### config.mk
export PLATFORM = sky130hd
export DESIGN_NAME = dtlb_ctrl
export DESIGN_NICKNAME = d
export VERILOG_FILES = /design/src/dtlb_pkg.sv /design/src/dtlb_ctrl.sv
export SDC_FILE = /design/constraint.sdc
export NUM_CORES = 1
export LEC_CHECK = 0
export BUFFER_PORTS_ARGS = -buffer_cell sky130_fd_sc_hd__buf_4
export CORE_UTILIZATION = 28
export CTS_BUF_LIST = sky130_fd_sc_hd__clkbuf_8
export DETAILED_ROUTE_END_ITERATION = 6
export PLACE_DENSITY = 0.86
export SLEW_MARGIN = 5
export SYNTH_ARGS = -nofsm -noshare
export SYNTH_HDL_FRONTEND = slang
export SYNTH_SLANG_ARGS = --single-unit
### constraint.sdc
create_clock -name clk -period 1.8 [get_ports clk]
set_input_delay 0.27 -clock clk [delete_from_list [all_inputs] [get_ports clk]]
set_output_delay 0.27 -clock clk [all_outputs]
set_load 0.01 [all_outputs]
### src/dtlb_pkg.sv
/*
  dtlb shared definitions
  sizes, field widths and typedefs for the data TLB and its testbench.
  replacement ages start at the way number, so way k begins at age k
  (INIT_AGE_OF_WAY); age 0 is most recently used, age WAYS-1 is the victim.
*/
package dtlb_pkg;

  localparam int WAYS       = 4;
  localparam int SETS       = 16;
  localparam int READ_PORTS = 2;

  // field widths
  localparam int SET_BITS  = 4;
  localparam int TAG_BITS  = 16;
  localparam int VPN_BITS  = SET_BITS + TAG_BITS;
  localparam int ASID_BITS = 8;
  localparam int PPN_BITS  = 20;
  localparam int PERM_BITS = 4;
  localparam int WAY_BITS  = 2;
  localparam int AGE_BITS  = 2;

  // vpn: set index in the low bits, tag above it
  typedef logic [VPN_BITS-1:0]  vpn_t;
  typedef logic [SET_BITS-1:0]  set_t;
  typedef logic [TAG_BITS-1:0]  tag_t;
  typedef logic [ASID_BITS-1:0] asid_t;
  typedef logic [PPN_BITS-1:0]  ppn_t;
  typedef logic [PERM_BITS-1:0] perm_t;
  typedef logic [WAY_BITS-1:0]  way_t;
  typedef logic [AGE_BITS-1:0]  age_t;

  // starting age per way, loaded by the init sweep
  localparam age_t [WAYS-1:0] INIT_AGE_OF_WAY = {2'd3, 2'd2, 2'd1, 2'd0};

  typedef enum logic {
    INIT,
    RUN
  } ctrl_state_t;

endpackage

### src/dtlb_ctrl.sv
/*
  dtlb_ctrl
  init sweep after reset and steering of fills and invalidates.
  the sweep clears one set per cycle and loads the starting ages; after it
  a fill goes to the matching way or the LRU victim, an invalidate clears
  every matching way, and a fill beats an invalidate and a port 0 touch.
*/
`timescale 1ns/10ps
module dtlb_ctrl (
  input  logic                          clk,
  input  logic                          rst,
  input  logic                          fill_en,
  input  dtlb_pkg::vpn_t                fill_vpn,
  input  logic                          inval_en,
  input  dtlb_pkg::vpn_t                inval_vpn,
  input  logic [dtlb_pkg::WAYS-1:0]     maint_hit,
  input  dtlb_pkg::way_t                victim_way,
  input  logic                          port0_lookup_hit,
  input  dtlb_pkg::way_t                port0_hit_way,
  input  dtlb_pkg::vpn_t                lookup_vpn0,
  output logic                          ready,
  output logic [dtlb_pkg::WAYS-1:0]     way_wr_en,
  output dtlb_pkg::set_t                wr_set,
  output logic                          wr_clear,
  output logic                          touch_en,
  output dtlb_pkg::set_t                touch_set,
  output dtlb_pkg::way_t                touch_way,
  output logic                          init_en
);

  dtlb_pkg::ctrl_state_t state;
  dtlb_pkg::set_t        sweep_set;

  logic                  fill_act;
  logic                  inval_act;
  dtlb_pkg::way_t        fill_way;
  dtlb_pkg::set_t        fill_set;
  dtlb_pkg::set_t        inval_set;

  always_ff @(posedge clk) begin
    if (rst) begin
      state     <= dtlb_pkg::INIT;
      sweep_set <= '0;
    end else if (state == dtlb_pkg::INIT) begin
      sweep_set <= sweep_set + dtlb_pkg::set_t'(1);
      if (sweep_set == dtlb_pkg::set_t'(dtlb_pkg::SETS-1)) begin
        state <= dtlb_pkg::RUN;
      end
    end
  end

  assign ready   = (state == dtlb_pkg::RUN);
  assign init_en = (state == dtlb_pkg::INIT);

  // fill wins over invalidate
  assign fill_act  = ready & fill_en;
  assign inval_act = ready & inval_en & ~fill_en;

  assign fill_set  = fill_vpn[dtlb_pkg::SET_BITS-1:0];
  assign inval_set = inval_vpn[dtlb_pkg::SET_BITS-1:0];

  // lowest matching way, or the victim when nothing matches
  always_comb begin
    fill_way = victim_way;
    for (int w = dtlb_pkg::WAYS-1; w >= 0; w--) begin
      if (maint_hit[w]) begin
        fill_way = dtlb_pkg::way_t'(w);
      end
    end
  end

  always_comb begin
    way_wr_en = '0;
    if (init_en) begin
      way_wr_en = '1;
    end else if (fill_act) begin
      way_wr_en[fill_way] = 1'b1;
    end else if (inval_act) begin
      way_wr_en = maint_hit;
    end
  end

  assign wr_set   = init_en ? sweep_set : (fill_en ? fill_set : inval_set);
  assign wr_clear = init_en | inval_act;

  // port 0 hit touch dropped under a fill
  assign touch_en  = fill_act | port0_lookup_hit;
  assign touch_set = fill_act ? fill_set : lookup_vpn0[dtlb_pkg::SET_BITS-1:0];
  assign touch_way = fill_act ? fill_way : port0_hit_way;

endmodule

Word-level counts from Yosys, hierarchy flattened. Index checks and enable logic that the tools add are counted. W data, S select, Z words.

Add/subtract/negate cells: 1. Multiply operators: 0. Divide/modulo/power cells: 0. Order comparisons: 2. Equal/unequal tests: 1. Shifts and indexed selects: 0. Mux-type cells: 15. Bitwise gates (word level): 7. Reduce and logical (&&, ||, !) cells: 1.

Operators by type and width (count): $mux W4 (6); $mux W2 (5); $add A4 B1 Y4 const B (1); $eq A4 B4 Y1 const B (1); $and A1 B1 Y1 (3); $lt A2 B3 Y1 const B (1); $mux W1 (3); $demux W1 S2 (1); $ge A2 B1 Y1 const B (1); $not A1 Y1 (2); $or A1 B1 Y1 (2); $logic_and A1 B1 Y1 (1).

Bits in registers: 5. Latch bits: 0. Bits in writable memories: 0. Memory bits (read-only): 0. Input bits: 73. Output and inout bits: 18. Memories: 0.

Logic depth before layout (Yosys ltp). Gate-level depths: netlist of run 1.

Depth in word-level cells: 10. Gate-level depth with buffers: 4. Gate-level depth less buffers: 4.

Worst setup path after synthesis of run 1. Ideal clock, no wire load.

Path kind: register -> output. Start point: reg state (netlist: ready). End point: out wr_set[1]. Data arrival time: 1.024 ns. Data required time: 1.530 ns. Path slack: 0.506 ns. Cell stages (with the launch flop): 5. Buffers on the path: 2. Cells stage by stage: dfxtp_1 -> buf_2 -> buf_2 -> nor2_1 -> a21oi_1.

Longest elaborated chain between the ends: 1.

Ends and longest elaborated chain: start, declared (RTL line dtlb_ctrl.sv:31) `dtlb_pkg::ctrl_state_t state;`; start signal, assigned (RTL line dtlb_ctrl.sv:42) `state <= dtlb_pkg::INIT;`; start signal, assigned (RTL line dtlb_ctrl.sv:47) `state <= dtlb_pkg::RUN;`; $mux W4 (RTL line dtlb_ctrl.sv:83) `assign wr_set = init_en ? sweep_set : (fill_en ? fill_set : inval_set);`; end, declared (RTL line dtlb_ctrl.sv:23) `output dtlb_pkg::set_t wr_set,`.

No other way between the ends.

Worst setup path after layout of run 1.
Start point: reg state (netlist: ready). End point: out wr_clear.

Longest elaborated chain between the ends: 3. Elaborated cells on any way between the ends: 4. Classes of those cells: bitwise (4).

Ends and longest elaborated chain: $and A1 B1 Y1 (2 in a row) (RTL line dtlb_ctrl.sv:57) `assign inval_act = ready & inval_en & ~fill_en;`; $or A1 B1 Y1 * (RTL line dtlb_ctrl.sv:84) `assign wr_clear = init_en | inval_act;`; end, declared (RTL line dtlb_ctrl.sv:24) `output logic wr_clear,`.

Mark *: on every way between the ends. The rest lies on a longest branch, timed or not.

==> results of run 1 <==
==> routing by layer <==
layer | vias up | wire [um] | track usage
li1 | 310 | - | -
met1 | 256 | 638 | 0.1980
met2 | 28 | 661 | 0.2388
met3 | 2 | 119 | 0.03750
met4 | 0 | 14 | 0.07500
met5 | - | 0 | 0
==> logic make-up (layout without fill, tap and decap cells) <==
group / count (synthesis) / in the layout / synth area share
AND/OR/NAND/NOR: 21 / 21 / 0.2123
AO/OA/AOI/OAI: 17 / 17 / 0.2506
buffers and inverters: 6 / 50 / 0.05883
XOR/XNOR: 3 / 3 / 0.05372
flip-flops: 5 / 5 / 0.2046
adder cells (fa/ha/maj): 1 / 1 / 0.02557
multiplexers: 9 / 9 / 0.1944
==> area by class of cell <==
cell class                 count  area [um2]
clock inverter                 1       3.754
multi-input combinational     51       360.3
timing repair buffer          43       322.8
sequential                     5       100.1
fill                         150       716.9
inverter                       3       11.26
tap                           16       20.02
clock buffer                   3       41.29
==> worst max-delay path, delay by kind of cell (launching register included) <==
kind	cells	cell delay (ns)
buf+inv	3	0.48
flops	1	0.44
compound gates	1	0.16
==> placed cells by master (no fill, tap or decap), drive strengths merged, types with 2 or more instances in the layout <==
| cell type | instances |
|---|---|
| mux2 | 4 |
| buf | 43 |
| clkbuf | 3 |
| inv | 4 |
| o21ai | 4 |
| xor2 | 2 |
| a31o | 2 |
| nor2 | 8 |
| a21oi | 6 |
| dfxtp | 5 |
| mux2i | 5 |
| o311ai | 2 |
| a21o | 2 |
| nand3 | 3 |
| nand2 | 5 |
==> synth_stat cells (all sizes together) <==
cell	instances
o21bai	1
dfxtp	5
nand3	3
o21ai	4
inv	3
nand2	5
a21oi	6
xnor2	1
mux2i	5
nor2b	1
buf	3
ha	1
o311ai	2
a21o	2
nor3	1
nand2b	1
xor2	2
mux2	4
nand4b	1
a31o	2
or3	1
nor2	8
==> flip-flops by register name, summed over array words and instances (netlist names) <==
name       count
ready          1
sweep_set      4
==> stage by stage <==
stage	hold slack [ns]	worst slack [ns]	cells
floorplan	0.3391	0.5063	62
global placement	0.4700	0.3036	118
detailed placement	0.4742	0.3139	118
CTS	0.2413	0.2360	122
global route	0.2443	0.1696	122
finish	0.2483	0.2359	122
==> worst paths after layout <==
check	endpoint	slack [ns]	cells after the start
worst max register to register	sweep_set[3]	0.67	4
worst max-delay path	wr_clear	0.24	4
worst min register to register	ready	0.51	2
worst min-delay path	ready	0.25	2
==> where the power goes <==
group,internal (mW),total (mW),switching (mW)
clock network,0.146,0.199,0.0527
registers,0.118,0.124,0.00612
logic,0.0731,0.125,0.0522
==> summary.md, run 1 <==
| Metric | Value |
|---|---|
| Area leader, netlist | dfxtp_1 |
| Worst EP arrival | 1.29 ns |
| I/O pin count | 91 |
| Die H | 43.80 um |
| Sequential area share after synthesis | 0.2046 |
| Diodes inserted | 0 |
| Post-layout util | 0.5452 |
| Pwr Total | 447.6 uW |
| Worst setup path start | ready |
| Hold-fix buffer count after cts | 0 |
| Final Critical Period | 1.564 ns |
| Crit Path Max Fanout | 14 |
| Total Die Area | 0.001918 mm2 |
| Sink Count | 5 |
| Initial DRC Count | 19 |
| Max incr delay on CP | 0.44 ns |
| Worst Hold Class | in2reg |
| Starting Density | 0.3103 |
| CTS max path bufs | 2 |
| DRC errors left | 3 |
| Slew headroom | 0.8376 |
| Routability cong. | 0.7224 |
| Drt wl/cell | 11.75 um |
| Port buffer count | 42 |
| Clock root buffer | clkbuf_8 |
| Worst path cell trace | buf_4 -> inv_1 -> a21o_1 -> buf_4 |
| Post-DRT Antenna Nets | 0 |
| Outcome | finished with violations |
| Post-CTS setup buffer count | 0 |
| Maximum capacitance violations | 0 |
| Cell area after layout | 859.6 um2 |
| Layout cell share with drive strength beyond 1 | 0.5094 |
| Skew-Pair Late Insertion Delay | 0.22 ns |
| Total grt overflow | 0 |
| Fmax | 639.4 MHz |
| CP Capture Type | primary output |
| TritonCTS clock tree | yes |
| Final WL | 1.433 mm |
| Cell mode on critical path | buf_4 |
| Area growth, synth to finish | 75.70% |
| Unique cell type count in the Yosys netlist | 24 |
| Vias in the first global route | 499 |
| Initial antenna violation count | 0 |
| CTS H-Tree Depth | 1 |
| Setup_tns | 0 ns |
| Final Hold Vio Count | 0 |
| Worst Tran Pin Value | 0.2432 ns |
| Syn Nets | 136 |
| First-pass GRT wire length | 2.173 mm |
| Syn Inst Count | 62 |
| Final worst path period share | 0.8689 |
| First-pass detailed-route iteration total | 6 |
| Setup Skew | 0.001559 ns |
| Max Slew Vio Count | 0 |
| Pwr dens | 520.8 mW/mm2 |
| Synthesis warning total | 0 |
| Vias per cell | 4.885 |
| Clk slew on worst S/H paths | 0.03 ns |
| Worst Path Required | 1.53 ns |
| Synth area leaders | dfxtp_1, mux2i_1, mux2_2, o311ai_2, a21oi_1 |
| Endpoints failing setup | 0 |
| NumNets Final | 181 |
| Synthesized flop and latch total | 5 |
| Startpoint Class | flip-flop |
| Unrepaired setup endpoints after global routing | false |
| CORE AREA | 0.001577 mm2 |
| Crit path kind | reg2out |
| Placement Cell Area | 814.5 um2 |
| Gr usage total | 0.1540 |
| Top-area cell type share of the netlist area | 0.2046 |
| Area of the mapped netlist | 489.2 um2 |
| Largest net degree at the start of global routing | 15 |
| Violated checks | design-rule violations |
| Reg-to-reg critical path startpoint | ready |
| P_leak | 0.4186 nW |
| Die X-Extent | 43.80 um |
| Vias | 596 |
| Synth Area per Inst | 7.891 um2 |
| Slowest-stage cell, CP | dfxtp_1 |
| Cts repair resizes | 0 |
| Hold Crit Start | rst |
| Cts bufs inserted | 3 |
| VDD IR max | 518.2 uV |
| Post-DP HPWL | 1.196 mm |
| Number of cell rows | 14 |
(Power assumes the default switching activity.)
==> inputs of run 2 (changes only) <==
--- a/config.mk
+++ b/config.mk
@@ -6,10 +6,12 @@
 export NUM_CORES = 1
 export LEC_CHECK = 0
 export BUFFER_PORTS_ARGS = -buffer_cell sky130_fd_sc_hd__buf_4
-export CORE_UTILIZATION = 28
+export CELL_PAD_IN_SITES_DETAIL_PLACEMENT = 1
+export CELL_PAD_IN_SITES_GLOBAL_PLACEMENT = 1
+export CORE_UTILIZATION = 16
 export CTS_BUF_LIST = sky130_fd_sc_hd__clkbuf_8
 export DETAILED_ROUTE_END_ITERATION = 6
-export PLACE_DENSITY = 0.86
+export PLACE_DENSITY_LB_ADDON = 0.1
 export SLEW_MARGIN = 5
 export SYNTH_ARGS = -nofsm -noshare
 export SYNTH_HDL_FRONTEND = slang
==> run 2 against run 1 <==
Compared with the run above:
- the flow still finishes with violations (design-rule violations)
- cell area is 3.1% higher
- highest routed layer is now met3
- sequential power hardly changed
- critical path type is now in2out
- sequential cell count stayed put
- largest power group unchanged
==> summary.md, run 2 (same netlist as run 1, synthesis figures left out) <==
| Metric | Value |
|---|---|
| Clock root buffer | clkbuf_8 |
| Total Die Area | 0.003283 mm2 (+71%) |
| Number of cell rows | 19 (+5) |
| Cts bufs inserted | 3 (unchanged) |
| Reg2Reg Depth | 4 (unchanged) |
| Vias in the first global route | 636 (+27%) |
| TritonCTS clock tree | yes |
| I/O pin count | 91 (unchanged) |
| DRC errors left | 5 (+2) |
| Layout cell share with drive strength beyond 1 | 0.5140 (+0.004585) |
| Post-DP HPWL | 1.391 mm (+16%) |
| Commonest non-fill, non-tap cell in the layout | buf_4 |
| CP Capture Type | primary output |
| Worst EP arrival | 1.22 ns (-0.07 ns) |
| First-pass GRT wire length | 2.780 mm (+28%) |
| Startpoint Class | input port |
| Biggest register | sweep_set |
| Total grt overflow | 0 (unchanged) |
| Drt wl/cell | 12.04 um (+2.5%) |
| CTS H-Tree Depth | 1 (unchanged) |
| Slowest-stage cell, CP | or3_4 |
| CP bufs+invs | 2 (-1) |
| Clk slew on worst S/H paths | 0.03 ns (about the same) |
| Violated checks | design-rule violations |
| Hold-fix buffer count after cts | 0 (unchanged) |
| Endpoints failing setup | 0 (unchanged) |
| Hold Path Cell Cnt | 2 (unchanged) |
| Reg2Reg Setup Slack | 0.72 ns (+0.05 ns) |
| Cell mode on critical path | buf_4 |
| Worst Tran Pin Value | 0.2569 ns (+0.01371 ns) |
| Crit Path Max Fanout | 5 (-9) |
| Initial antenna violation count | 0 (unchanged) |
| Max Slew Vio Count | 0 (unchanged) |
| Cts repair resizes | 0 (unchanged) |
| Slew headroom | 0.8287 (-0.008883) |
| Setup Skew | 0.001211 ns (-0.0003474 ns) |
| Die H | 57.30 um (+31%) |
| Reg-to-reg endpoint | sweep_set[2] |
| Stages on the worst setup path | 4 (unchanged) |
| Final worst path period share | 0.8264 (-0.04255) |
| CORE AREA | 0.002829 mm2 (+79%) |
| VDD IR max | 530.3 uV (+2.3%) |
| Crit path kind | in2out |
| Pwr dens | 506.5 mW/mm2 (-2.7%) |
| Post-DRT Antenna Nets | 0 (unchanged) |
| Reg-to-reg critical path startpoint | sweep_set[0] |
| Setup_tns | 0 ns (unchanged) |
| Final Hold Vio Count | 0 (unchanged) |
| CTS max path bufs | 2 (unchanged) |
| Post-CTS setup buffer count | 0 (unchanged) |
| Max reg flops | 4 (unchanged) |
| Port buffer count | 42 (unchanged) |
| Min-Delay Endpoint | ready |
| P_leak | 0.4241 nW (+1.3%) |
| Gr usage total | 0.1071 (-0.04687) |
| Worst Hold Class | in2reg |
| Initial DRC Count | 23 (+4) |
| Skew-Pair Late Insertion Delay | 0.22 ns (about the same) |
| Hold Crit Start | rst |
| Starting Density | 0.1729 (-0.1374) |
| Worst path cell trace | buf_4 -> or3_4 -> o311ai_2 -> buf_4 |
| Die X-Extent | 57.30 um (+31%) |
| Fmax | 672.3 MHz (+5.1%) |
| Outcome | finished with violations |
| Worst Path Required | 1.53 ns (about the same) |
| Sink Count | 5 (unchanged) |
| Final WL | 1.662 mm (+16%) |
| Unrepaired setup endpoints after global routing | false |
| Vias | 608 (+2.0%) |
| Fillers | 342 (+130%) |
| First-pass detailed-route iteration total | 6 (unchanged) |
| Commonest cells after routing, fill and taps aside | buf_4, nor2_1, a21oi_1 |
| Max incr delay on CP | 0.41 ns (-0.03 ns) |
| Final Critical Period | 1.487 ns (-0.07658 ns) |
| Diodes inserted | 0 (unchanged) |
| Pwr Total | 448.6 uW (+0.23%) |
| Worst setup path start | maint_hit[1] |
| Hold slack | 0.2527 ns (+0.004392 ns) |
| Maximum capacitance violations | 0 (unchanged) |
| NumNets Final | 182 (+0.55%) |
| Routability cong. | 0.6488 (-10%) |
| Largest net degree at the start of global routing | 11 (-4) |
| Vias per cell | 4.406 (-9.8%) |
| Area growth, synth to finish | 81.07% |
| CP delay by family, top | simple AND/OR/NAND/NOR gates |
-- run 2: cell types whose count changed in the layout (fill, tap and decap cells not counted) --
cell | previous run | this run
buf_4 | 43 | 44
-- run 2: per-stage QoR --
stage	worst slack, ns	std cells	instance area, um2	utilization
CTS	0.2892	138	885.9	0.3131
finish	0.3125	138	885.9	0.3131
detailed placement	0.2983	134	840.8	0.2972
floorplan	0.5063	62	489.2	-
global placement	0.2912	134	840.8	0.2972
global route	0.2139	138	885.9	0.3131
-- run 2: power breakdown --
part	switching [mW]	internal (mW)	total (mW)
clock network	0.0524	0.146	0.198
registers	0.00699	0.118	0.125
logic	0.0526	0.0731	0.126
-- run 2: worst max-delay path by stage --
| stage | endpoint | slack (ns) |
|---|---|---|
| floorplan | wr_set[1] | 0.51 |
| global placement | way_wr_en[3] | 0.29 |
| detailed placement | way_wr_en[2] | 0.30 |
| CTS | way_wr_en[0] | 0.29 |
| global route | way_wr_en[0] | 0.21 |
| finish | way_wr_en[2] | 0.31 |
-- run 2: routing by layer --
layer	vias up	routed length, um	track usage
li1	312	-	-
met1	275	778	0.1354
met2	21	773	0.1832
met3	0	109	0.02268
met4	0	0	0.03136
met5	-	0	0
-- run 2: area by class of cell --
cell class	instances	area [um2]	area share
Inverter	3	11.26	0.01271
Tap cell	31	38.79	0.04379
Multi-Input combinational cell	51	360.3	0.4068
Timing Repair Buffer	44	330.3	0.3729
Clock buffer	3	41.29	0.04661
Clock inverter	1	3.754	0.004237
Sequential cell	5	100.1	0.1130
==> inputs of run 3 (changes only) <==
--- a/config.mk
+++ b/config.mk
@@ -8,7 +8,7 @@
 export BUFFER_PORTS_ARGS = -buffer_cell sky130_fd_sc_hd__buf_4
 export CELL_PAD_IN_SITES_DETAIL_PLACEMENT = 1
 export CELL_PAD_IN_SITES_GLOBAL_PLACEMENT = 1
-export CORE_UTILIZATION = 16
+export CORE_UTILIZATION = 13
 export CTS_BUF_LIST = sky130_fd_sc_hd__clkbuf_8
 export DETAILED_ROUTE_END_ITERATION = 6
 export PLACE_DENSITY_LB_ADDON = 0.1
==> constraint.sdc (replaced) <==
create_clock -name clk -period 1.22 [get_ports clk]
set_input_delay 0.183 -clock clk [delete_from_list [all_inputs] [get_ports clk]]
set_output_delay 0.183 -clock clk [all_outputs]
set_load 0.01 [all_outputs]
==> run 3 against run 2 <==
Compared with the run above:
- the run ends with negative setup slack left
- global-route usage is 0.14 points lower
- utilization up 2.1 points
- first-iteration DRC count shrank 78%
- non-clock buffer count is 12 higher
- sequential power grew 46%
- critical path depth unchanged
- via count grew 11%
==> summary.md, run 3 (same netlist as run 1, synthesis figures left out) <==
| Metric | Value |
|---|---|
| Die H | 63.35 um (+11%) |
| Biggest register | sweep_set |
| Final Hold Vio Count | 0 (unchanged) |
| Max Slew Vio Count | 0 (unchanged) |
| Net Sw Frac | 0.2678 (+0.01808) |
| Initial antenna violation count | 0 (unchanged) |
| Skew-Pair Late Insertion Delay | 0.22 ns (about the same) |
| Maximum capacitance violations | 0 (unchanged) |
| Max reg flops | 4 (unchanged) |
| Diodes inserted | 0 (unchanged) |
| CORE AREA | 0.003468 mm2 (+23%) |
| Vias per cell | 4.073 (-7.6%) |
| Number of cell rows | 21 (+2) |
| Commonest cells after routing, fill and taps aside | buf_4, buf_6, nor2_1 |
| Drt wl/cell | 12.24 um (+1.7%) |
| Startpoint Class | input port |
| Unrepaired setup endpoints after global routing | true |
| Crit Path Max Fanout | 5 (unchanged) |
| Worst Tran Pin Value | 0.2506 ns (-0.006234 ns) |
| Clk slew on worst S/H paths | 0.03 ns (about the same) |
| CP Capture Type | primary output |
| Net switching power | 191.6 uW (+71%) |
| Clock root buffer | clkbuf_8 |
| Post-DRT Antenna Nets | 0 (unchanged) |
| Commonest non-fill, non-tap cell in the layout | buf_4 |
| Pwr dens | 617.7 mW/mm2 (+22%) |
| Worst Hold Class | in2reg |
| Post-DP HPWL | 1.471 mm (+5.8%) |
| Crit path kind | in2out |
| Pint | 524.0 uW (+56%) |
| Cell area after layout | 0.001159 mm2 (+31%) |
| Die X-Extent | 63.35 um (+11%) |
| Worst Path Required | 1.04 ns (-0.49 ns) |
| P_leak | 0.5359 nW (+26%) |
| First-pass detailed-route iteration total | 4 (-2) |
| TritonCTS clock tree | yes |
| CTS H-Tree Depth | 1 (unchanged) |
| Outcome | finished with violations |
| Cts bufs inserted | 3 (unchanged) |
| CTS max path bufs | 2 (unchanged) |
| NumNets Final | 194 (+6.6%) |
| Post-layout util | 0.3341 (+0.02092) |
| I/O pin count | 91 (unchanged) |
| VDD IR max | 512.0 uV (-3.5%) |
| Final worst path period share | 1.083 |
| Sink Count | 5 (unchanged) |
| Layout cell share with drive strength beyond 1 | 0.6639 (+0.1498) |
| Vias | 672 (+11%) |
| Port buffer count | 42 (unchanged) |
| Total grt overflow | 0 (unchanged) |
| Logic pwr share | 0.329 (+0.049) |
| Starting Density | 0.1411 (-0.03188) |
| First-pass GRT wire length | 3.367 mm (+21%) |
| Fmax | 756.6 MHz |
| Worst path cell trace | buf_6 -> or3_4 -> o311ai_4 -> buf_4 |
| Vias in the first global route | 733 (+15%) |
| Placement Cell Area | 897.1 um2 (+6.7%) |
| Max incr delay on CP | 0.43 ns (+0.02 ns) |
| Endpoints failing setup | 14 (+14) |
| Slew headroom | 0.8327 (+0.003973) |
| Final Critical Period | 1.322 ns |
| Gr usage total | 0.1057 (-0.001449) |
| Setup Skew | 0.002156 ns (+0.0009445 ns) |
| DRC errors left | 0 (-5) |
| Clk pwr share | 0.417 (-0.025) |
| Largest net degree at the start of global routing | 9 (-2) |
| Fin worst setup slack | -0.1018 ns (-0.4143 ns) |
| Final WL | 2.020 mm (+22%) |
| Hold-fix buffer count after cts | 0 (unchanged) |
| Routability cong. | 0.7124 (+9.8%) |
| Worst EP arrival | 1.14 ns (-0.08 ns) |
| Seq pwr share | 0.254 (-0.024) |
| Slowest-stage cell, CP | or3_4 |
| Initial DRC Count | 5 (-78%) |
| Total Die Area | 0.004013 mm2 (+22%) |
| Violated checks | negative setup slack |
| Area growth, synth to finish | 136.8% |
-- run 3: cell count changes in the layout (fill, tap and decap cells not counted), moves of 4 or more --
cell,previous run,this run
mux2_4,0,4
buf_6,0,16
mux2_2,4,0
buf_4,44,40
o21ai_0,4,0
-- run 3: per-stage QoR --
| stage | std cells | worst slack [ns] | hold slack [ns] | setup TNS (ns) | total power, mW |
|---|---|---|---|---|---|
| final | 165 | -0.1018 | 0.1526 | -0.8748 | 0.7157 |
| after detailed placement | 154 | -0.1254 | 0.3901 | -0.3306 | 0.3857 |
| after global routing | 165 | -0.1309 | 0.1612 | -1.549 | 0.7596 |
| after CTS | 165 | -0.1051 | 0.1459 | -1.012 | 0.7211 |
| after floorplan | 62 | 0.01334 | 0.2521 | 0 | 0.2621 |
| after global placement | 154 | -0.1251 | 0.3872 | -0.3171 | 0.3839 |
-- run 3: worst paths after layout --
check / depth (start not counted) / slack (ns) / end / from
worst max register to register: 5 / 0.09 / sweep_set[3] / ready
worst max-delay path: 4 / -0.10 / way_wr_en[3] / maint_hit[0]
worst min register to register: 2 / 0.51 / ready / sweep_set[3]
worst min-delay path: 2 / 0.15 / ready / rst
-- run 3: metal layers --
metal	track usage	routed length, um	up-vias
met5	0	0	-
met4	0.04261	23	0
met3	0.01449	97	3
met2	0.1928	1032	24
met1	0.1215	867	310
li1	-	-	335
-- run 3: final cells by class --
type	instances	area, um2
Clock buffer	3	41.29
Clock inverter	1	3.754
Fill cell	422	2310
Inverter	3	13.76
Multi-Input combinational cell	51	457.9
Sequential cell	5	103.9
Tap cell	46	57.56
Timing Repair Buffer	56	480.5
-- run 3: worst max-delay path, delay by kind of cell --
kind	cells	cell delay [ns]
buffers and inverters	2	0.25
AOI/OAI and AO/OA	1	0.27
and+or+nand+nor	1	0.43
-- run 3: what timing repair did --
action / 4_1_cts / 5_1_grt
endpoints found under the setup margin: 15 / 16
resized for setup: 37 / 8
pin swaps: 5 / 2
gates cloned: 1 / 0
buffers inserted: 6 / 0
-- run 3: power by group through the flow --
stage	clock network [mW]	registers (mW)	logic (mW)
6_report	0.298	0.182	0.236
5_1_grt	0.321	0.183	0.255
4_1_cts	0.312	0.182	0.227
3_5_place_dp	0	0.187	0.199
3_3_place_gp	0	0.186	0.198
2_1_floorplan	0	0.183	0.0788
