## src/dtlb_pkg.sv

```systemverilog
/*
  dtlb shared definitions
  sizes, field widths and typedefs for the data TLB and its testbench.
  replacement ages start at the way number, so way k begins at age k
  (INIT_AGE_OF_WAY); age 0 is most recently used, age WAYS-1 is the victim.
*/
package dtlb_pkg;

  localparam int WAYS       = 4;
  localparam int SETS       = 16;
  localparam int READ_PORTS = 2;

  // field widths
  localparam int SET_BITS  = 4;
  localparam int TAG_BITS  = 16;
  localparam int VPN_BITS  = SET_BITS + TAG_BITS;
  localparam int ASID_BITS = 8;
  localparam int PPN_BITS  = 20;
  localparam int PERM_BITS = 4;
  localparam int WAY_BITS  = 2;
  localparam int AGE_BITS  = 2;

  // vpn: set index in the low bits, tag above it
  typedef logic [VPN_BITS-1:0]  vpn_t;
  typedef logic [SET_BITS-1:0]  set_t;
  typedef logic [TAG_BITS-1:0]  tag_t;
  typedef logic [ASID_BITS-1:0] asid_t;
  typedef logic [PPN_BITS-1:0]  ppn_t;
  typedef logic [PERM_BITS-1:0] perm_t;
  typedef logic [WAY_BITS-1:0]  way_t;
  typedef logic [AGE_BITS-1:0]  age_t;

  // starting age per way, loaded by the init sweep
  localparam age_t [WAYS-1:0] INIT_AGE_OF_WAY = {2'd3, 2'd2, 2'd1, 2'd0};

  typedef enum logic {
    INIT,
    RUN
  } ctrl_state_t;

endpackage

```

## src/dtlb_lru.sv

```systemverilog
/*
  dtlb_lru
  per-set replacement ages for the TLB ways.
  a touched way drops to age 0 and the younger ways of its set age by one;
  the victim of a set is the way whose age is WAYS-1.
*/
`timescale 1ns/10ps
module dtlb_lru (
  input  logic           clk,
  input  logic           init_en,
  input  dtlb_pkg::set_t init_set,
  input  logic           touch_en,
  input  dtlb_pkg::set_t touch_set,
  input  dtlb_pkg::way_t touch_way,
  input  dtlb_pkg::set_t victim_set,
  output dtlb_pkg::way_t victim_way
);

  dtlb_pkg::age_t [dtlb_pkg::WAYS-1:0] age_q [dtlb_pkg::SETS];

  dtlb_pkg::age_t [dtlb_pkg::WAYS-1:0] cur_age;
  dtlb_pkg::age_t [dtlb_pkg::WAYS-1:0] new_age;
  dtlb_pkg::age_t                      touch_age;

  assign cur_age   = age_q[touch_set];
  assign touch_age = cur_age[touch_way];

  // ages after touching touch_way
  always_comb begin
    for (int w = 0; w < dtlb_pkg::WAYS; w++) begin
      if (dtlb_pkg::way_t'(w) == touch_way) begin
        new_age[w] = '0;
      end else if (cur_age[w] < touch_age) begin
        new_age[w] = cur_age[w] + dtlb_pkg::age_t'(1);
      end else begin
        new_age[w] = cur_age[w];
      end
    end
  end

  always_ff @(posedge clk) begin
    if (init_en) begin
      age_q[init_set] <= dtlb_pkg::INIT_AGE_OF_WAY;
    end else if (touch_en) begin
      age_q[touch_set] <= new_age;
    end
  end

  // oldest way of the victim set
  always_comb begin
    victim_way = '0;
    for (int w = 0; w < dtlb_pkg::WAYS; w++) begin
      if (age_q[victim_set][w] == dtlb_pkg::age_t'(dtlb_pkg::WAYS-1)) begin
        victim_way = dtlb_pkg::way_t'(w);
      end
    end
  end

endmodule

```

## config.mk

```make
export PLATFORM = sky130hd
export DESIGN_NAME = dtlb_lru
export DESIGN_NICKNAME = d
export VERILOG_FILES = /design/src/dtlb_pkg.sv /design/src/dtlb_lru.sv
export SDC_FILE = /design/constraint.sdc
export NUM_CORES = 1
export LEC_CHECK = 0
export BUFFER_PORTS_ARGS = -buffer_cell sky130_fd_sc_hd__buf_4
export CORE_ASPECT_RATIO = 1.1
export CORE_MARGIN = 2
export CORE_UTILIZATION = 51
export DETAILED_ROUTE_END_ITERATION = 8
export PLACE_DENSITY = 0.75
export SLEW_MARGIN = 30
export SYNTH_ARGS = -nofsm -noshare
export SYNTH_HDL_FRONTEND = slang
export SYNTH_SLANG_ARGS = --single-unit
```

## constraint.sdc

```tcl
create_clock -name clk -period 5.9 [get_ports clk]
set_clock_uncertainty 0.15 [all_clocks]
set_input_delay 0.295 -clock clk [delete_from_list [all_inputs] [get_ports clk]]
set_output_delay 0.295 -clock clk [all_outputs]
set_load 0.1 [all_outputs]
```

Word level (Yosys, flattened, before mapping):

Memories as Yosys holds them, arrays and structs flattened.
Cells that the tools add are included.

* register bits after elaboration: 0
* bits in writable memories: 128
* input port bits: 17
* output and inout port bits: 2
* word-level logic and storage cells: 39
* memories: 1

* $add $sub $neg: 4
* magnitude comparators: 5
* eq/ne operators: 6
* muxes and demuxes: 21
* reductions and logical operators: 2

Memories
* age_q: words 16, bits a word 8, read ports 2, clocked after Yosys merged registers in 0, wr ports 1, RTL line dtlb_lru.sv:19 `dtlb_pkg::age_t [dtlb_pkg::WAYS-1:0] age_q [dtlb_pkg::SETS];`

Operator list (number)
* 2-to-1 mux 2 bit: 11
* adder 2 x 1 -> 2 bit (second input constant): 4
* < comparator 2 bit: 4
* 2-to-1 mux 8 bit: 1
* OR reduction 8 bit: 1
* 2-to-1 mux 1 bit: 7
* == test 2 bit (second input constant): 3
* binary-select mux 2 bit (select 2 bit): 1
* == test 2 bit (first input constant): 2
* 2-to-1 mux 4 bit: 1
* < comparator 2 x 3 -> 1 bit (second input constant): 1
* == test 1 x 2 -> 1 bit (first input constant): 1
* logical NOT 2 bit: 1

Longest topological paths before layout:

Gate-level depths: netlist of the first run.
An unclocked memory read counts as a cell.

* word-level depth: 7
* gate-level depth with buffers: 10
* mapped depth without buffers: 8

Least setup slack after synthesis of the first run:

OpenSTA, ideal clock, no wires.

* path type: input-to-reg
* start point: in touch_set[1]
* end point: mem age_q[0][1] (netlist name) (data pin)
* library setup time: 0.327 ns
* arrival: 3.472 ns
* required time: 5.423 ns
* slack: 1.951 ns
* stages: 10
* buffers on the path: 2
* cell sequence: buf_2 clkbuf_1 mux4_2 mux4_2 mux4_2 inv_1 ha_1 nor3_1 xnor2_1 nor3_1

* cells in the longest elaborated chain, start to end: 7
* elaborated cells on any way between the ends: 8
* those cells by class: 1 x add/sub; 1 x order compare; 5 x mux; 1 x memory

Ends and longest elaborated chain
* start: declaration: RTL line dtlb_lru.sv:13 `input dtlb_pkg::set_t touch_set,`
* memory (16 x 8 bit) *
* binary-select mux 2 bit (select 2 bit): RTL line dtlb_lru.sv:26 `assign touch_age = cur_age[touch_way];`
* 2-to-1 mux 2 bit (not written as such): RTL line dtlb_lru.sv:26
* < comparator 2 bit: RTL line dtlb_lru.sv:33 `end else if (cur_age[w] < touch_age) begin`
* 2-to-1 mux 2 bit *: RTL line dtlb_lru.sv:33
* 2-to-1 mux 2 bit *: RTL line dtlb_lru.sv:31 `if (dtlb_pkg::way_t'(w) == touch_way) begin`
* 2-to-1 mux 8 bit (no line) *
* end: declaration: RTL line dtlb_lru.sv:19

Every way passes the cells marked *; elsewhere a longest branch is shown, timed or not. The select of a mux whose other input is x is not followed.

Worst setup path in the final report of the first run:

* start point: in touch_set[0]
* end point: mem age_q[13][1] (netlist name) (data pin)

Same word-level chain as after synthesis.

==> summary by stage, run 1 <==
CTS
The post-CTS setup-driven buffer insertion count is 0. After clock tree synthesis, the clock-pin slew on the worst setup and hold paths is roughly 0.060 ns. Clock tree synthesis found a total of approximately 130 sinks.

The H-tree generated during clock tree synthesis spans 4 levels. The tree is rooted in a sky130_fd_sc_hd__clkbuf_16. TritonCTS created 17 clock buffers.

The TritonCTS clock tree is done. At the later pin of the worst-skew pair, clock insertion delay measures around 0.42 ns. The count of hold-fix buffers inserted at cts is 0. The clock passes through at most 2 buffers.

The number of gates resized after CTS was 0.

Logic synthesis
The xor-xnor portion of the synthesized cell area is less than 1%. The post-synthesis simple-gate area fraction is between 8 and 9%. By area the synthesized netlist is led by sky130_fd_sc_hd__edfxtp_1 (66%), sky130_fd_sc_hd__mux4_2 (15%), sky130_fd_sc_hd__nand3_1 (2.7%). The number of warnings issued by yosys is 0.

The distinct cell type count after synthesis is 34. The number of synthesized flops with an enable pin is 128. The most common flop cell mapped by yosys is sky130_fd_sc_hd__edfxtp_1. The library cell with the highest instance count after synthesis is sky130_fd_sc_hd__edfxtp_1. The sequential share of the synthesized area is between 60% and 70%. The mux contribution to synthesized area is between 10% and 20%. In this run, synthesis produced a sequential element count of 128. The number of nets handed over by synthesis was approximately 390. After Yosys synthesis, full adders, half adders and majority gates account for 0.855% of the synthesized area. Summed over all instances, the cell type with the most area after synthesis is sky130_fd_sc_hd__edfxtp_1. The complex-gate fraction of the synthesized area is under 10%.

The synthesized area is between 0.005 and 0.006 mm². After synthesis, the largest family of logic cells by area is multiplexers. The cell count after synthesis came out at 370. Sorting the synthesized cells by how often they occur yields sky130_fd_sc_hd__edfxtp_1 (128), sky130_fd_sc_hd__mux4_2 (40), sky130_fd_sc_hd__nand2_1 (34). Counting flops with an async set or reset pin after synthesis yields a share of 0%. After synthesis, the mean cell area works out to approximately 16 µm². The proportion of netlist area held by the largest area contributor is between 60% and 70%.

Timing
The achievable clock frequency is around 0.25 GHz. The number of max-slew violations in the final report is 0. The final setup violation count is 0.

The tightest slew margin relative to the limit is 24.9%. On the final layout, the worst hold slack is 0.396 ns. The number of failing hold endpoints at the final stage is 0. The worst path needs around 4.0 ns of the cycle, external delays included. The final-layout setup total negative slack is 0 ns. The worst path uses between 60% and 70% of the clock period.

Setup repair after global routing left no endpoint under its margin. Setup slack on the critical path of the routed design comes to between 1.5 and 2 ns. For the pin with the worst max-slew slack, the measured transition is roughly 1.1 ns.

Place
Timing analysis after detailed placement gives a worst setup slack of 1.29 ns. The congestion estimate from routability-driven global placement came to between 0.9 and 1. The number of port buffers is 18. Once placement completed, the tool counted placed cells totaling between 500 and 600. The estimated wirelength of the detail-placed design is 8700 µm.

Layout
The post-route netlist has 25.6% of its cells at a drive strength greater than 1. The non-filler instance count after layout is between 500 and 600. The antenna diode count is 0. The largest registers in the layout are age_q x128. The final layout net count is between 400 and 500. The register ranked first by flip-flop count is age_q.

The register with the most flip-flops in the layout has between 100 and 150 of them. The fraction of the core area covered by cells at the end of the flow is between 50 and 60%. Relative to the synthesized area, the layout overhead comes to 14.6%.

Floorplan
The die extent in x is ~110 µm. The floorplan step defined a die boundary enclosing 0.0123 mm². The initial utilization of the core area, before any placement, comes to 51.6%. The core outline area is 0.0113 mm². The top-level I/O count is 19. The floorplan die height is 116 µm.

The number of rows in the core area is 41.

Critical path
STA classifies the critical path endpoint as a flip-flop. Among the stages of the critical path, the cell type that occurs most often is sky130_fd_sc_hd__mux4_2. STA classifies the critical path startpoint as a primary input. The critical path is of the in -> reg type.

The signal on the critical path passes through buf_4 -> mux4_2 -> mux4_2 -> mux4_2 -> inv_1 -> ha_1 -> nor3_1 -> xnor2_1 -> nor3_2. The category of cells accounting for the largest share of critical-path delay is multiplexers. The required time at the worst-slack endpoint is roughly 6 ns. The cell at the slowest stage of the critical path is sky130_fd_sc_hd__mux4_2. Data on the critical path arrives at its endpoint at about 4 ns.

The critical path contains buffers and inverters numbering 2 combined. On the worst path, the slowest cell contributes a delay of 0.61 ns. The maximum fanout along the worst path is 35.

Global route
Entering global routing, the biggest net connects a little under 50 pins. Across every metal layer, demand over resource in global routing totals between 20% and 30%. For this run, global-route usage on met1 was measured as between 30% and 40%. The number of antenna violations at the first check in global routing came to 0. The aggregate global routing overflow is 0. The global routing stage identified its most utilized layer as met2.

The via count of the first global-routing pass is 3686. Global routing used just under 7% of the available met3 tracks. The fraction of met2 tracks used by global routing is approximately two fifths. The first-pass GRT wire length is between 20000 and 25000 µm.

Pwr
The sequential share of power is 45.6%. The fraction of power consumed by the clock network is approximately 45%. The maximum VDD drop is about 0.21 mV.

Power spread over the standard cell area amounts to 342 mW/mm². The internal power summed over all cells is 1770 µW. The static leakage power is roughly 0.0021 µW. The share of total power consumed by net switching is 22.6%. Combinational logic burns a little under a tenth of the power.

The switching component of the power is 519 µW.

Route
The detailed-route wire length per cell is 25.0 µm. The first-pass detailed-route iteration total is 7. The number of remaining DRC errors is 0. Summed over all layers, the routed wires come to roughly 14000 µm. The detailed router finished its first iteration with 510 violations.

After detailed routing, the number of vias per cell comes to 6.61. The total via count after detailed routing is 3650. The number of routed nets with antenna violations is 0.

Status
The run finished with clean final reports.

Min path
The tightest min-delay check is of the in -> reg type.

Job
The number of maximum-capacitance violations is 0.
-- area by class of cell --
type | count | area (µm²)
timing repair buffer | 20 | 150
clock inverter | 12 | 143
clock buffer | 20 | 437
multi-input combinational | 220 | 1940
fill | 795 | 4630
inverter | 2 | 7.51
tap | 150 | 188
sequential | 128 | 3840
-- power by group through the flow --
stage	Combinational, µW	Sequential, µW	Clock [µW]
3_3_place_gp	204	1060	0
5_1_grt	237	1050	1070
6_report	220	1040	1030
3_5_place_dp	214	1060	0
2_1_floorplan	153	1060	0
4_1_cts	216	1040	1030
-- path summary, 6_finish.rpt --
path	slack, ns	to	cells after the start	startpoint
hold reg to reg	1.12	age_q[5][1]	4	age_q[0][1]
setup reg to reg	2.08	age_q[13][1]	8	age_q[14][5]
hold / removal	0.40	age_q[5][1]	3	touch_way[1]
setup / recovery	1.95	age_q[13][1]	9	touch_set[0]
-- per-stage QoR --
stage	power, µW	instance area (µm²)
after floorplan	1210	5850
after global placement	1270	6080
after detailed placement	1280	6110
after CTS	2290	6690
after global routing	2350	6700
final	2290	6700
-- kinds of logic after synthesis --
group,count (synthesis)
compound gates,62
simple gates,110
xor+xnor,4
buf+inv,22
mux,40
flops,128
fa+ha+maj,4
-- metal layers --
layer  share of wire [%]  vias up
met5                   0        -
met4                 3.6        0
met3                  10       42
met2                  50      242
met1                  36     1822
li1                    -     1544
-- worst min-delay path, delay by kind of cell --
family                 cells  cell delay, ns
and+or+nand+nor            2            0.32
buffers and inverters      1            0.15
-- cells in the final DEF, fill, tap and decap left out, drive strengths merged, types with 2 or more instances in the layout --
master,netlist,final
mux4,40,40
o21ai,27,27
and3,5,5
nor3b,2,2
bufinv,0,3
nand3,31,31
a31oi,5,5
a2111o,2,2
buf,8,20
nor3,9,9
nand2,34,34
nor2,22,22
xnor2,3,3
edfxtp,128,128
ha,4,4
o211ai,13,13
clkinvlp,0,2
nor2b,5,5
clkbuf,12,20
inv,2,2
a21oi,3,3
a41oi,2,2
clkinv,0,7
a22oi,5,5
(Power assumes the default switching activity.)
==> inputs of run 2 (changes only) <==
Settings changed: ABC_AREA set to 1.
Clock period 5.9 ns to 3.8 ns, I/O delays scaled along.
==> summary by stage, run 2 <==
Pwr
The share of total power consumed by net switching is between 20% and 30%. The power density over the cells is 508 mW/mm². The switching component of the power is about 900 µW. Per report_power, the sequential group accounts for 44.2% of the total. The internal power summed over all cells is 2780 µW.

The static leakage power is around 0.0028 µW. Of the total power, combinational logic draws 11.7%. The clock network accounts for between 40 and 50% of the total power. Across the VDD grid, the largest voltage drop is around 0.4 mV.

Critical path
The category of cells accounting for the largest share of critical-path delay is simple AND/OR/NAND/NOR gates. For this design, the slowest cell found on the critical path is sky130_fd_sc_hd__nand2_1. Walking the worst path, the cells encountered are o21ai_0 -> o22ai_1 -> o211ai_1 -> nand2_1 -> inv_1 -> o22ai_1 -> nor3_2 -> buf_4 -> ha_1 -> nand3b_1 -> a21oi_1 -> o21ai_1 -> nand2_1. Counting both buffers and inverters, the worst setup path holds a total of 2. At the worst endpoint, the required time is 3.78 ns. The startpoint identified for the worst register-to-register timing path is age_q[1][5]. STA classifies the critical path endpoint as a flip-flop. The startpoint type of the worst setup path is a flip-flop.

The path type of the worst setup path is reg -> reg. The maximum fanout along the worst path is 16. The critical path startpoint is age_q[1][5]. For the worst setup path, the data arrival time is a little over 3 ns. The largest stage delay on the critical path is 0.44 ns.

Min path
The startpoint identified for the worst hold timing path is touch_way[1]. The worst hold path belongs to the class in -> reg.

Floorplan
The floorplan die height is ~120 µm. During I/O placement, the number of pins put on the boundary was 19. The initialized floorplan defines 42 standard-cell rows. The core outline area is around 0.012 mm². The total die area is about 0.013 mm². The effective utilization at floorplan is a little over half. The die extent in x is 110 µm.

Logic synthesis
When the netlist entered floorplanning its net count stood at approximately 650. Synthesis produced a netlist whose cell count is 632. By area the synthesized netlist is led by sky130_fd_sc_hd__edfxtp_1 (61%), sky130_fd_sc_hd__nand2_1 (7.2%), sky130_fd_sc_hd__nand3_1 (5.9%). The share of the Yosys chip area taken by registers is roughly three fifths. By count the netlist is led by sky130_fd_sc_hd__edfxtp_1 (128), sky130_fd_sc_hd__nand2_1 (120), sky130_fd_sc_hd__nand3_1 (74). In this run, synthesis produced a sequential element count of approximately 130.

Summing every instance area after synthesis gives 0.00628 mm². Counting flops with a built-in enable in the synthesized netlist gives about 130. The library cell with the highest instance count after synthesis is sky130_fd_sc_hd__edfxtp_1. The per-instance average area after synthesis is 9.93 µm². The distinct cell type count after synthesis is 30.

The synthesized design spends more area on one cell type than any other, namely sky130_fd_sc_hd__edfxtp_1. For this run, the number of Yosys warnings is 0. In this run the biggest area consumer among cell types represents approximately 60% of the synthesized area.

The share of synthesized registers carrying an async set or reset is 0%. For this run, the leading register cell type out of synthesis is sky130_fd_sc_hd__edfxtp_1.

Route
The final wirelength is around 17000 µm. Using the TritonRoute via totals, the vias-per-cell ratio works out to 6.13. The violation count after the first detailed-routing iteration is about 700. The detail route stage leaves a number of antenna-violating nets equal to 0. The detailed-route wire length per cell is 20.9 µm. The number of remaining DRC errors is 0. The total via count after detailed routing is 5122.

The first-pass detailed-route iteration total is 9.

CTS
The clock network latency to the later pin of the worst-skew pair is around 0.42 ns. In this run the clock root is driven by a sky130_fd_sc_hd__clkbuf_16. The count of hold-fix buffers inserted at cts is 0. The clock sink count is between 100 and 150. The H-tree was split into 4 levels.

TritonCTS built the clock tree. The clock-pin slew of the registers on the worst-case setup and hold paths is 0.06 ns. The number of gates given a new drive strength after cts is 0. The number of clock buffers inserted by TritonCTS is 17. The longest clock path from root to sink contains 2 buffers.

After clock tree synthesis, the setup repair step added 0 buffers.

Layout
After routing the design area is a little over 0.007 mm². In the layout the commonest cells are sky130_fd_sc_hd__edfxtp_1 (128), sky130_fd_sc_hd__nand2_1 (120), sky130_fd_sc_hd__nand3_1 (74), sky130_fd_sc_hd__inv_1 (59), sky130_fd_sc_hd__nor2_1 (53). The post-route netlist has roughly 15% of its cells at a drive strength greater than 1.

0 antenna diodes ended up in the layout. More flip-flops sit in one register than any other, and that register is age_q. The largest registers in the layout are age_q x128.

The layout overhead on the synthesized area is 15.7%. The net count of the finished layout is 690. The library cell used most frequently in the layout, excluding fill and tap cells, is sky130_fd_sc_hd__edfxtp_1. The number of flip-flops under the largest register name is around 130.

Timing
In this run the tightest slew margin relative to its limit is a little under a third. For the final routed database, the setup TNS stands at 0 ns. The minimum clock period after layout is around 3.0 ns. Hold is met by 0.338 ns.

Setup violations remaining at the end of the flow were counted as 0. Setup repair after global routing left no endpoint under its margin. Of the available clock period, the critical path in the final layout requires between 80 and 90%. For the pin with the worst max-slew slack, the measured transition is a little over 1 ns. The number of max-slew violations in the final report was 0.

The number of failing hold endpoints at the final stage was 0. Derived from the worst setup path, the maximum achievable clock frequency is about 0.33 GHz.

Global route
The total global routing track utilization is ~28%. Entering global routing, the biggest net connects just over 60 pins. The via count of the first global-routing pass was 4918.

The number of antenna violations at the first check in global routing came to 0. The first-pass GRT wire length is approximately 27000 µm. After global routing the overflow that remains totals 0.

Place
The placer congestion estimate is around 0.96. The placed instances occupy a cell area of between 0.006 and 0.007 mm². Summed over all nets, the half-perimeter wirelength after detailed placement is ~11000 µm.

The number of port buffers is 18.

Status
The run finished with clean final reports.

Job
Max-cap violations in this run came to 0.
[run 2: cell count changes in the layout (fill, tap and decap cells not counted), moves of 7 or more]
cell	previous run	this run
sky130_fd_sc_hd__nand2_1	34	120
sky130_fd_sc_hd__inv_1	2	59
sky130_fd_sc_hd__a21oi_1	3	46
sky130_fd_sc_hd__nand3_1	31	74
sky130_fd_sc_hd__nor2_1	11	53
sky130_fd_sc_hd__mux4_2	40	0
sky130_fd_sc_hd__buf_4	20	48
sky130_fd_sc_hd__o21ai_0	25	51
sky130_fd_sc_hd__or2_2	0	9
sky130_fd_sc_hd__o21ai_1	1	9
sky130_fd_sc_hd__o221ai_1	0	8
sky130_fd_sc_hd__nor3_1	8	1
sky130_fd_sc_hd__o211ai_1	13	6
[run 2: power by group through the flow]
stage / sequential [µW] / clock [µW] / combinational (µW)
2_1_floorplan: 1650 / 0 / 273
3_3_place_gp: 1660 / 0 / 400
3_5_place_dp: 1660 / 0 / 412
6_report: 1630 / 1630 / 431
4_1_cts: 1630 / 1630 / 416
5_1_grt: 1630 / 1690 / 468
[run 2: per-layer routing]
layer | vias up | track usage [%] | share of wire [%]
li1 | 2289 | - | -
met1 | 2396 | 37.5 | 37
met2 | 379 | 44.5 | 47
met3 | 58 | 6.09 | 12
met4 | 0 | 11.0 | 3.5
met5 | - | 0 | 0
[run 2: worst paths after layout]
kind                                    end  slack (ns)  cells after the start
worst max-delay path            age_q[4][7]        0.75                     13
worst min-delay path            age_q[7][4]        0.34                      4
worst max register to register  age_q[4][7]        0.75                     13
worst min register to register  age_q[4][0]        1.12                      7
[run 2: worst reg2reg max path: stages, from the launching register on]
cell and delay (ns):
sky130_fd_sc_hd__edfxtp_1 0.40, sky130_fd_sc_hd__o21ai_0 0.19, sky130_fd_sc_hd__o22ai_1 0.09, sky130_fd_sc_hd__o211ai_1 0.24, sky130_fd_sc_hd__nand2_1 0.14, sky130_fd_sc_hd__inv_1 0.07, sky130_fd_sc_hd__o22ai_1 0.07, sky130_fd_sc_hd__nor3_2 0.16
sky130_fd_sc_hd__buf_4 0.17, sky130_fd_sc_hd__ha_1 0.23, sky130_fd_sc_hd__nand3b_1 0.20, sky130_fd_sc_hd__a21oi_1 0.15, sky130_fd_sc_hd__o21ai_1 0.07, sky130_fd_sc_hd__nand2_1 0.44
[run 2: final cells by class]
class                           instances  area [µm²]
Fill cell                             959        4770
Tap cell                              154         193
Timing Repair Buffer                   50         400
Clock inverter                         13         163
Inverter                               63         236
Multi-Input combinational cell        409        2000
Sequential cell                       128        3840
Clock buffer                           18         429
[run 2: cell families after synthesis]
kind of cell	synth area share [%]
adder cells (fa/ha/maj)	0.797
buffers and inverters	7.16
AND/OR/NAND/NOR	18.5
flip-flops	61.2
AO/OA/AOI/OAI	11.9
XOR/XNOR	0.419
[run 2: stage by stage]
stage                     setup slack, ns  power [µW]  util (%)  cells
final                               0.751        3690      60.4    835
after global routing                0.532        3790      60.4    835
after CTS                           0.513        3680      60.3    835
after detailed placement            0.301        2070      55.4    804
after global placement              0.412        2060      55.3    804
after floorplan                     0.683        1930         -    632
==> inputs of run 3 (changes only) <==
Settings changed: PLACE_DENSITY 0.75 to 0.78.
Clock period 3.8 ns to 2.75 ns, I/O delays scaled along.
==> summary by stage, run 3 (synthesis results as in run 2) <==
Timing
Timing would allow up to ~0.32 GHz. Measured against its own limit, the worst slew margin works out to 60.7%. Setup repair after global routing could not meet its margin everywhere.

For the final routed database, the setup TNS stands at -29.32 ns. Subtracting the final worst setup slack from the clock period gives 3.09 ns. The number of failing hold endpoints at the final stage is 0. Of the available clock period, the critical path in the final layout requires 112%.

For the pin with the worst max-slew slack, the measured transition is about 0.59 ns. The number of max-slew violations in the final report was 0. Setup violations remaining at the end of the flow were counted as between 100 and 150. The final critical-path setup slack is -0.340 ns.

Floorplan
Row generation in the floorplan step produced 42 rows. The total die area is between 0.01 and 0.015 mm². The floorplan step set the die width to about 110 µm. For this design the top-level I/O count stands at 19. The core outline area is ~0.012 mm². The floorplan die height is 120 µm. The initial utilization of the core area, before any placement, comes to between 50% and 60%.

Route
The routed layout has 5607 vias. Summed over all layers, the routed wires come to about 20000 µm. The detailed-route wire length per cell is roughly 21 µm.

For this run, design rule violations remaining after detail routing come to 0. The violation count after the first detailed-routing iteration is between 700 and 800. In the routed layout, each cell is associated on average with a via count of 5.99.

The pre-antenna-repair detailed-routing pass consisted of 6 iterations. The number of routed nets with antenna violations is 0.

Pwr
The share of total power consumed by net switching is between 20 and 30%. The maximum VDD drop is between 0.4 and 0.5 mV. The share of total power dissipated in combinational logic is 16.4%. Dividing total power by cell area gives a power density of 613 mW/mm². Sequential cells burn between 40% and 50% of the power. The internal portion of the total power is around 3800 µW. The clock network accounts for about two fifths of the total power. The switching component of the power is approximately 1300 µW. Summing internal, switching and leakage power gives 5090 µW. Summed over all cells, the static leakage comes to 0.00340 µW.

Global route
The first global-routing pass estimated slightly below 30000 µm of wire. The aggregate global routing overflow is 0. The total global routing track utilization is 31.1%. The number of antenna violations at the first check in global routing is 0. The via count of the first global-routing pass was 5558.

The maximum number of pins on one net before global-route repair is 34.

Layout
The most common cell after layout, fill and taps aside is sky130_fd_sc_hd__buf_4. After filler insertion, the fill cell instance count of the layout stands at 844. The final layout net count is around 790. Cells with a size suffix above 1 make up 27.6% of the layout. The top cell types in the final layout, fill and taps aside, are sky130_fd_sc_hd__buf_4 (129), sky130_fd_sc_hd__edfxtp_1 (128), sky130_fd_sc_hd__nand2_1 (117), sky130_fd_sc_hd__nand3_1 (72), sky130_fd_sc_hd__inv_1 (58).

The register with the most flip-flops in the layout has about 130 of them. The layout overhead on the synthesized area is 32.2%. The area of the multi-input gates is ~0.0022 mm².

The largest registers in the layout are age_q x128. The sequential cells in the finished layout cover a total of between 0.003 and 0.004 mm². The register ranked first by flip-flop count is age_q. With fillers left out, the area of the finished cells amounts to 0.00830 mm². The antenna diode count is 0.

CTS
The H-tree was split into 4 levels. Clock tree synthesis inserted a total of 17 buffers. The clock root buffer is sky130_fd_sc_hd__clkbuf_16. TritonCTS built the clock tree. The clock network latency to the later pin of the worst-skew pair is about 0.42 ns. The clock passes through at most 2 buffers.

The clock-pin slew of the registers on the worst-case setup and hold paths is 0.06 ns. The count of hold-fix buffers inserted at cts is 0. The clock net in this run drives a total of between 100 and 150 sinks.

Critical path
The critical path startpoint is age_q[10][7]. Measured in cells, the most critical reg-to-reg path has a length of 13. Along the worst path, the maximum fanout reaches 6. At the worst endpoint, the required time is 2.77 ns. The last element of the critical path is age_q[8][7]. The startpoint type of the worst setup path is a flip-flop. The capturing element type of the critical path is a flip-flop. The setup slack of the most critical reg-to-reg path is -0.34 ns.

The setup path with the least slack is of type reg -> reg. The startpoint identified for the worst register-to-register timing path is age_q[10][7]. The data arrival time of the critical path is between 3 and 4 ns. In this run the critical register-to-register path is captured at age_q[8][7].

Min path
The launch instance of the worst min-delay path is touch_way[0]. The worst min-delay path class is in -> reg.

Job
The number of maximum-capacitance violations is 0.

Place
The number of port buffers is 18. The estimated wirelength of the detail-placed design is 12700 µm. The standard cell area after detailed placement is between 0.007 and 0.008 mm².

At the end of routability-driven placement, the weighted congestion stood at 0.984. The worst setup slack after placement is -0.563 ns.

Status
The run finished, with violations left. The final reports fail on negative setup slack.
-- run 3: cell count changes in the layout (fill, tap and decap cells not counted), moves of 3 or more --
cell,delta
sky130_fd_sc_hd__buf_12,+8
sky130_fd_sc_hd__buf_4,+81
sky130_fd_sc_hd__buf_6,+12
sky130_fd_sc_hd__clkbuf_1,+4
sky130_fd_sc_hd__ha_1,-4
sky130_fd_sc_hd__ha_4,+4
sky130_fd_sc_hd__nand2_1,-3
sky130_fd_sc_hd__nor2_2,-4
sky130_fd_sc_hd__nor3_4,+3
sky130_fd_sc_hd__o21ai_0,-12
sky130_fd_sc_hd__o21ai_1,+7
sky130_fd_sc_hd__o21ai_2,+4
sky130_fd_sc_hd__xor2_1,-3
-- run 3: worst max-delay path, cell delays in order (launching register included) --
cell and delay [ns]:
sky130_fd_sc_hd__edfxtp_1 0.39, sky130_fd_sc_hd__o21ai_0 0.29, sky130_fd_sc_hd__o221ai_1 0.17, sky130_fd_sc_hd__nand3_1 0.15, sky130_fd_sc_hd__nand2_1 0.12, sky130_fd_sc_hd__inv_2 0.09
sky130_fd_sc_hd__o22ai_2 0.09, sky130_fd_sc_hd__nor3_4 0.22, sky130_fd_sc_hd__buf_6 0.17, sky130_fd_sc_hd__ha_4 0.20, sky130_fd_sc_hd__nand3b_1 0.23, sky130_fd_sc_hd__o21ai_2 0.25
sky130_fd_sc_hd__nand2_2 0.15, sky130_fd_sc_hd__buf_6 0.17
-- run 3: worst min path at each step --
stage | endpoint | slack (ns) | cells after the start
6_report | age_q[2][6] | 0.26 | 5
5_1_grt | age_q[10][3] | 0.29 | 5
4_1_cts | age_q[4][4] | 0.20 | 4
3_5_place_dp | age_q[11][3] | 0.70 | 4
3_3_place_gp | age_q[3][7] | 0.68 | 5
2_1_floorplan | age_q[0][4] | 0.46 | 3
-- run 3: layout make-up --
class                   count  share of cell area (%)
repair buffers            152                    16.0
clock buffers              22                    5.35
flip-flops and latches    128                    46.3
inverters                  63                    2.85
clock inverters             8                   0.814
well taps                 154                    2.32
multi-input cells         409                    26.3
-- run 3: routing by layer --
metal | part of all wire, % | vias up | global-route usage, %
met3 | 12 | 89 | 7.60
met4 | 4.2 | 0 | 13.1
li1 | - | 2487 | -
met1 | 34 | 2639 | 39.1
met2 | 49 | 392 | 50.8
met5 | 0 | - | 0
-- run 3: stage by stage --
stage	utilization, %	hold slack (ns)	cells
floorplan	-	0.457	632
global placement	61.3	0.679	888
detailed placement	61.3	0.696	888
CTS	66.8	0.200	926
global route	68.9	0.291	936
finish	68.9	0.262	936
-- run 3: repair_timing --
action | 4_1_cts | 5_1_grt
pin swaps | 4 | 15
setup buffers | 7 | 8
setup endpoints to repair | 112 | 115
hold endpoints to repair | 0 | 0
resized for setup | 21 | 35
gates cloned | 1 | 2
-- run 3: power by group through the flow --
| stage | clock network, µW | registers (µW) | logic [µW] |
|---|---|---|---|
| finish | 1990 | 2250 | 836 |
| global route | 2080 | 2260 | 884 |
| CTS | 1990 | 2250 | 721 |
| detailed placement | 0 | 2290 | 666 |
| global placement | 0 | 2290 | 640 |
| floorplan | 0 | 2280 | 384 |
